--- config.mk ---
export PLATFORM = sky130hd
export DESIGN_NAME = valu_decoder
export DESIGN_NICKNAME = d
export VERILOG_FILES = /design/src/verilog/valu_pkg.sv /design/src/verilog/valu_decoder.sv
export SDC_FILE = /design/constraint.sdc
export NUM_CORES = 1
export LEC_CHECK = 0
export BUFFER_PORTS_ARGS = -buffer_cell sky130_fd_sc_hd__buf_2
export CORE_AREA = 4 4 41 43
export DETAILED_ROUTE_END_ITERATION = 8
export DIE_AREA = 0 0 45 47
export PLACE_DENSITY_LB_ADDON = 0.12
export REMOVE_ABC_BUFFERS = 1
export SLEW_MARGIN = 15
export SYNTH_ARGS = -nofsm -noshare
export SYNTH_HDL_FRONTEND = slang
export SYNTH_SLANG_ARGS = --single-unit
--- constraint.sdc ---
create_clock -name vclk -period 2.5
set_input_delay 0.5 -clock vclk [all_inputs]
set_output_delay 0.5 -clock vclk [all_outputs]
set_load 0.02 [all_outputs]
--- src/verilog/valu_pkg.sv ---
/*
 * Shared widths, RVV field constants and bus structs of the vector ALU pipe
 * Lane word union decoded per element width
 */
package valu_pkg;

  // ------------------------------------------------------------------------
  // Geometry
  // ------------------------------------------------------------------------
  localparam int DLEN_W   = 128;                      // Datapath bits per step
  localparam int LANE_W   = 64;                       // One lane word
  localparam int LANE_NUM = DLEN_W / LANE_W;
  localparam int VLEN_W   = 256;                      // Vector register width
  localparam int STEP_W   = $clog2(VLEN_W / DLEN_W);  // Step index and pos width
  localparam int VL_W     = 9;
  localparam int RNID_W   = 6;                        // Physical register id
  localparam int CMT_ID_W = 6;

  // Element width code as in vtype.vsew
  typedef enum logic [1:0] {
    EW8  = 2'd0,
    EW16 = 2'd1,
    EW32 = 2'd2,
    EW64 = 2'd3
  } sew_t;

  typedef enum logic [3:0] {
    OP_NONE  = 4'd0,  // Unknown encoding, done report only
    OP_ADD   = 4'd1,
    OP_SUB   = 4'd2,
    OP_AND   = 4'd3,
    OP_OR    = 4'd4,
    OP_XOR   = 4'd5,
    OP_MSEQ  = 4'd6,  // Mask producing compares
    OP_MSNE  = 4'd7,
    OP_MSLTU = 4'd8
  } alu_op_t;

  // RVV OPIVV / OPIVX encoding fields
  localparam logic [5:0] FUNCT6_VADD   = 6'b000000;
  localparam logic [5:0] FUNCT6_VSUB   = 6'b000010;
  localparam logic [5:0] FUNCT6_VAND   = 6'b001001;
  localparam logic [5:0] FUNCT6_VOR    = 6'b001010;
  localparam logic [5:0] FUNCT6_VXOR   = 6'b001011;
  localparam logic [5:0] FUNCT6_VMSEQ  = 6'b011000;
  localparam logic [5:0] FUNCT6_VMSNE  = 6'b011001;
  localparam logic [5:0] FUNCT6_VMSLTU = 6'b011010;
  localparam logic [2:0] FUNCT3_OPIVV  = 3'b000;
  localparam logic [2:0] FUNCT3_OPIVX  = 3'b100;

  // ------------------------------------------------------------------------
  // Bus structs
  // ------------------------------------------------------------------------
  typedef struct packed {
    logic                valid;
    logic [31:0]         inst;
    logic [CMT_ID_W-1:0] cmt_id;
    logic [RNID_W-1:0]   vs1_rnid;
    logic [RNID_W-1:0]   vs2_rnid;
    logic [RNID_W-1:0]   vd_rnid;
    logic [63:0]         scalar;   // rs1 value for .vx forms
    sew_t                sew;
    logic [VL_W-1:0]     vl;
    logic [STEP_W-1:0]   step;     // Slice of the register handled by this issue
  } issue_t;

  typedef struct packed {
    logic              valid;
    logic [RNID_W-1:0] rnid;
    logic [STEP_W-1:0] pos;
  } vreg_rd_req_t;

  typedef struct packed {
    logic              valid;
    logic [RNID_W-1:0] rnid;
    logic [STEP_W-1:0] pos;
    logic [DLEN_W-1:0] data;
  } vreg_wr_t;

  typedef struct packed {
    logic                valid;
    logic [CMT_ID_W-1:0] cmt_id;
  } done_rpt_t;

  // Same lane word seen as elements of each width
  typedef union packed {
    logic [7:0][7:0]   e8;
    logic [3:0][15:0]  e16;
    logic [1:0][31:0]  e32;
    logic [LANE_W-1:0] e64;
  } lane_word_u;

endpackage

--- src/verilog/valu_decoder.sv ---
/*
 * Instruction decode for the integer vector ALU
 */
module valu_decoder (
  input  logic [31:0]       i_inst,
  output valu_pkg::alu_op_t o_op,
  output logic              o_is_mask,
  output logic              o_is_vx
);
  import valu_pkg::*;

  logic [5:0] w_funct6;
  logic [2:0] w_funct3;
  logic       w_opiv;  // Integer vv or vx category

  assign w_funct6 = i_inst[31:26];
  assign w_funct3 = i_inst[14:12];
  assign w_opiv   = (w_funct3 == FUNCT3_OPIVV) | (w_funct3 == FUNCT3_OPIVX);
  assign o_is_vx  = (w_funct3 == FUNCT3_OPIVX);  // Operand 1 taken from scalar

  always_comb begin
    o_op = OP_NONE;
    if (w_opiv) begin
      case (w_funct6)
        FUNCT6_VADD   : o_op = OP_ADD;
        FUNCT6_VSUB   : o_op = OP_SUB;
        FUNCT6_VAND   : o_op = OP_AND;
        FUNCT6_VOR    : o_op = OP_OR;
        FUNCT6_VXOR   : o_op = OP_XOR;
        FUNCT6_VMSEQ  : o_op = OP_MSEQ;
        FUNCT6_VMSNE  : o_op = OP_MSNE;
        FUNCT6_VMSLTU : o_op = OP_MSLTU;
        default       : o_op = OP_NONE;
      endcase
    end
  end

  // Compares write a mask register
  assign o_is_mask = (o_op == OP_MSEQ) | (o_op == OP_MSNE) | (o_op == OP_MSLTU);

endmodule

==> results.yml <==
global_routing:
  grt_pass1_vias: 166
  grt_start_max_net_pins: 8
  groute.usage.overall: 0.0401
  grt-ovfl-total: 0
  grt_pass1_wl_um: 690
  antenna_found_initial: 0
job:
  maxCapViolCount: 0
route:
  wire_per_inst_um: 10.0
  drt_wl_total_um: 451
  first_pass_iters: 4
  route.vias.total: 182
  drt_iter0_drc: 4
  ant_nets: 0
  post_drt_via_cell_ratio: 4.04
  drc_errors: 0
setup_path:
  cp.required_ns: 2.00
  cpMostUsedCell: "buf_2"
  worst_path_max_delay_cell: "nor4_2"
  end_kind: "output port"
  arrival_ns: 1.57
  crit_path_start_kind: "primary input"
  critical-path-max-stage-delay_ns: 0.48
  path_class: "primary input to output port"
  crit_fanout: 4
  path_cells: "buf_2 -> nor4_2 -> nand3_2 -> nor3b_2 -> buf_2"
synth:
  yosysWarnings: 0
  yosysSeqAreaShare: 0
  yosysUniqueCellTypes: 12
  syn-mean-instance-area_um2: 7.59
  syn_area_um2: 114
  syn_inst: 15
die:
  dieWidth_um: 45
  core_um2: 1300
  die_h_um: 47
  die_area_um2: 2120
  ios: 38
  start_util: 0.0875
  rows: 13
sta:
  fin_crit_ns: 2.07
  max_freq_mhz: 482
  setup_slack_ns: 0.426
  finalCritPeriodShare: 0.830
  worst_pin_slew_ns: 0.486
  hold_viol: 0
  finalSetupViolations: 0
  whs_ns: 1.29
  maxSlewHeadroom: 0.673
  final.setup.tns_ns: 0
  rsz0062_at_grt: "no"
  final_max_slew_viol_count: 0
cells_and_area:
  final_util: 0.160
  seq_area_um2: 0
  diodes: 0
  clockBufferCount: 0
  fin_nets: 64
  flops_and_latches: 0
  multi_input_area_um2: 114
  final_cell_mix: "15 x buf_2, 2 x a21oi_1, 2 x o21a_1, 2 x nor3b_1"
  final_common_cell: "buf_2"
  area_growth_pct: 82.4
  nFillCells: 158
  layout-drive-gt1-share: 0.633
  final_area_um2: 208
placed_design:
  place_ws_ns: 0.394
  place_congestion: 0.674
  dp_hpwl_um: 402
  port_buffers: 15
  place_area_um2: 208
status:
  status: "finished, final reports clean"
pwr:
  power_density_nw_per_um2: 108
  static-leakage-power_nw: 0.0986
  ir_drop_v: 0.0000208
clock_tree:
  hold_buffers: 0
  cts_resized: 0
  cts_setup_buffers: 0
worst_hold_path:
  worst_hold_path_type: "primary input to output port"
  min_path_cells: 3
  hold_path_end: "o_is_vx"
  hp-start: "i_inst[12]"
==> cells by family after synthesis <==
kind of cell    Yosys count  synth area share
compound gates            4             0.220
xor+xnor                  1            0.0769
simple gates             10             0.703
==> cells in the mapped netlist <==
cell     n  area [um2]
o21a_1   2        15.0
nor4b_1  1        8.76
nor3b_1  2        15.0
nand2_1  1        3.75
a21oi_1  2        10.0
nor2_1   1        3.75
and3_2   1        7.51
nor4_1   1        6.26
nand3_2  1        10.0
xor2_1   1        8.76
nor3b_2  1        12.5
nor4_2   1        12.5
==> worst max-delay path: cells and delay by family <==
| kind | cells | cell delay, ns |
|---|---|---|
| buffers and inverters | 2 | 0.28 |
| and+or+nand+nor | 3 | 0.79 |
==> routing by layer <==
| metal | track usage | vias up | routed length, um |
|---|---|---|---|
| met5 | 0 | - | 0 |
| met4 | 0 | 0 | 0 |
| met3 | 0.00383 | 0 | 57 |
| met2 | 0.0734 | 12 | 206 |
| met1 | 0.0539 | 79 | 187 |
| li1 | - | 91 | - |
==> worst max-delay path by stage <==
| stage | from | endpoint | slack [ns] | cells past startpoint |
|---|---|---|---|---|
| final | i_inst[28] | o_op[3] | 0.43 | 5 |
| after global routing | i_inst[28] | o_is_mask | 0.32 | 5 |
| after CTS | i_inst[28] | o_op[3] | 0.38 | 5 |
| after detailed placement | i_inst[28] | o_op[3] | 0.39 | 5 |
| after global placement | i_inst[28] | o_op[3] | 0.42 | 5 |
| after floorplan | i_inst[28] | o_is_mask | 0.64 | 3 |
==> where the power goes <==
part,internal [W],switching [W]
Sequential,0,0
Combinational,0.00000991,0.0000124
Clock,0,0
==> per-stage QoR <==
stage	cells	total power [W]
floorplan	15	0.00000779
global placement	45	0.0000217
detailed placement	45	0.0000225
CTS	45	0.0000226
global route	45	0.0000247
finish	45	0.0000223
==> layout make-up <==
type,instances,share of cell area
repair buffers,15,0.361
multi-input cells,15,0.548
well taps,15,0.0904
(Power assumes the default switching activity.)
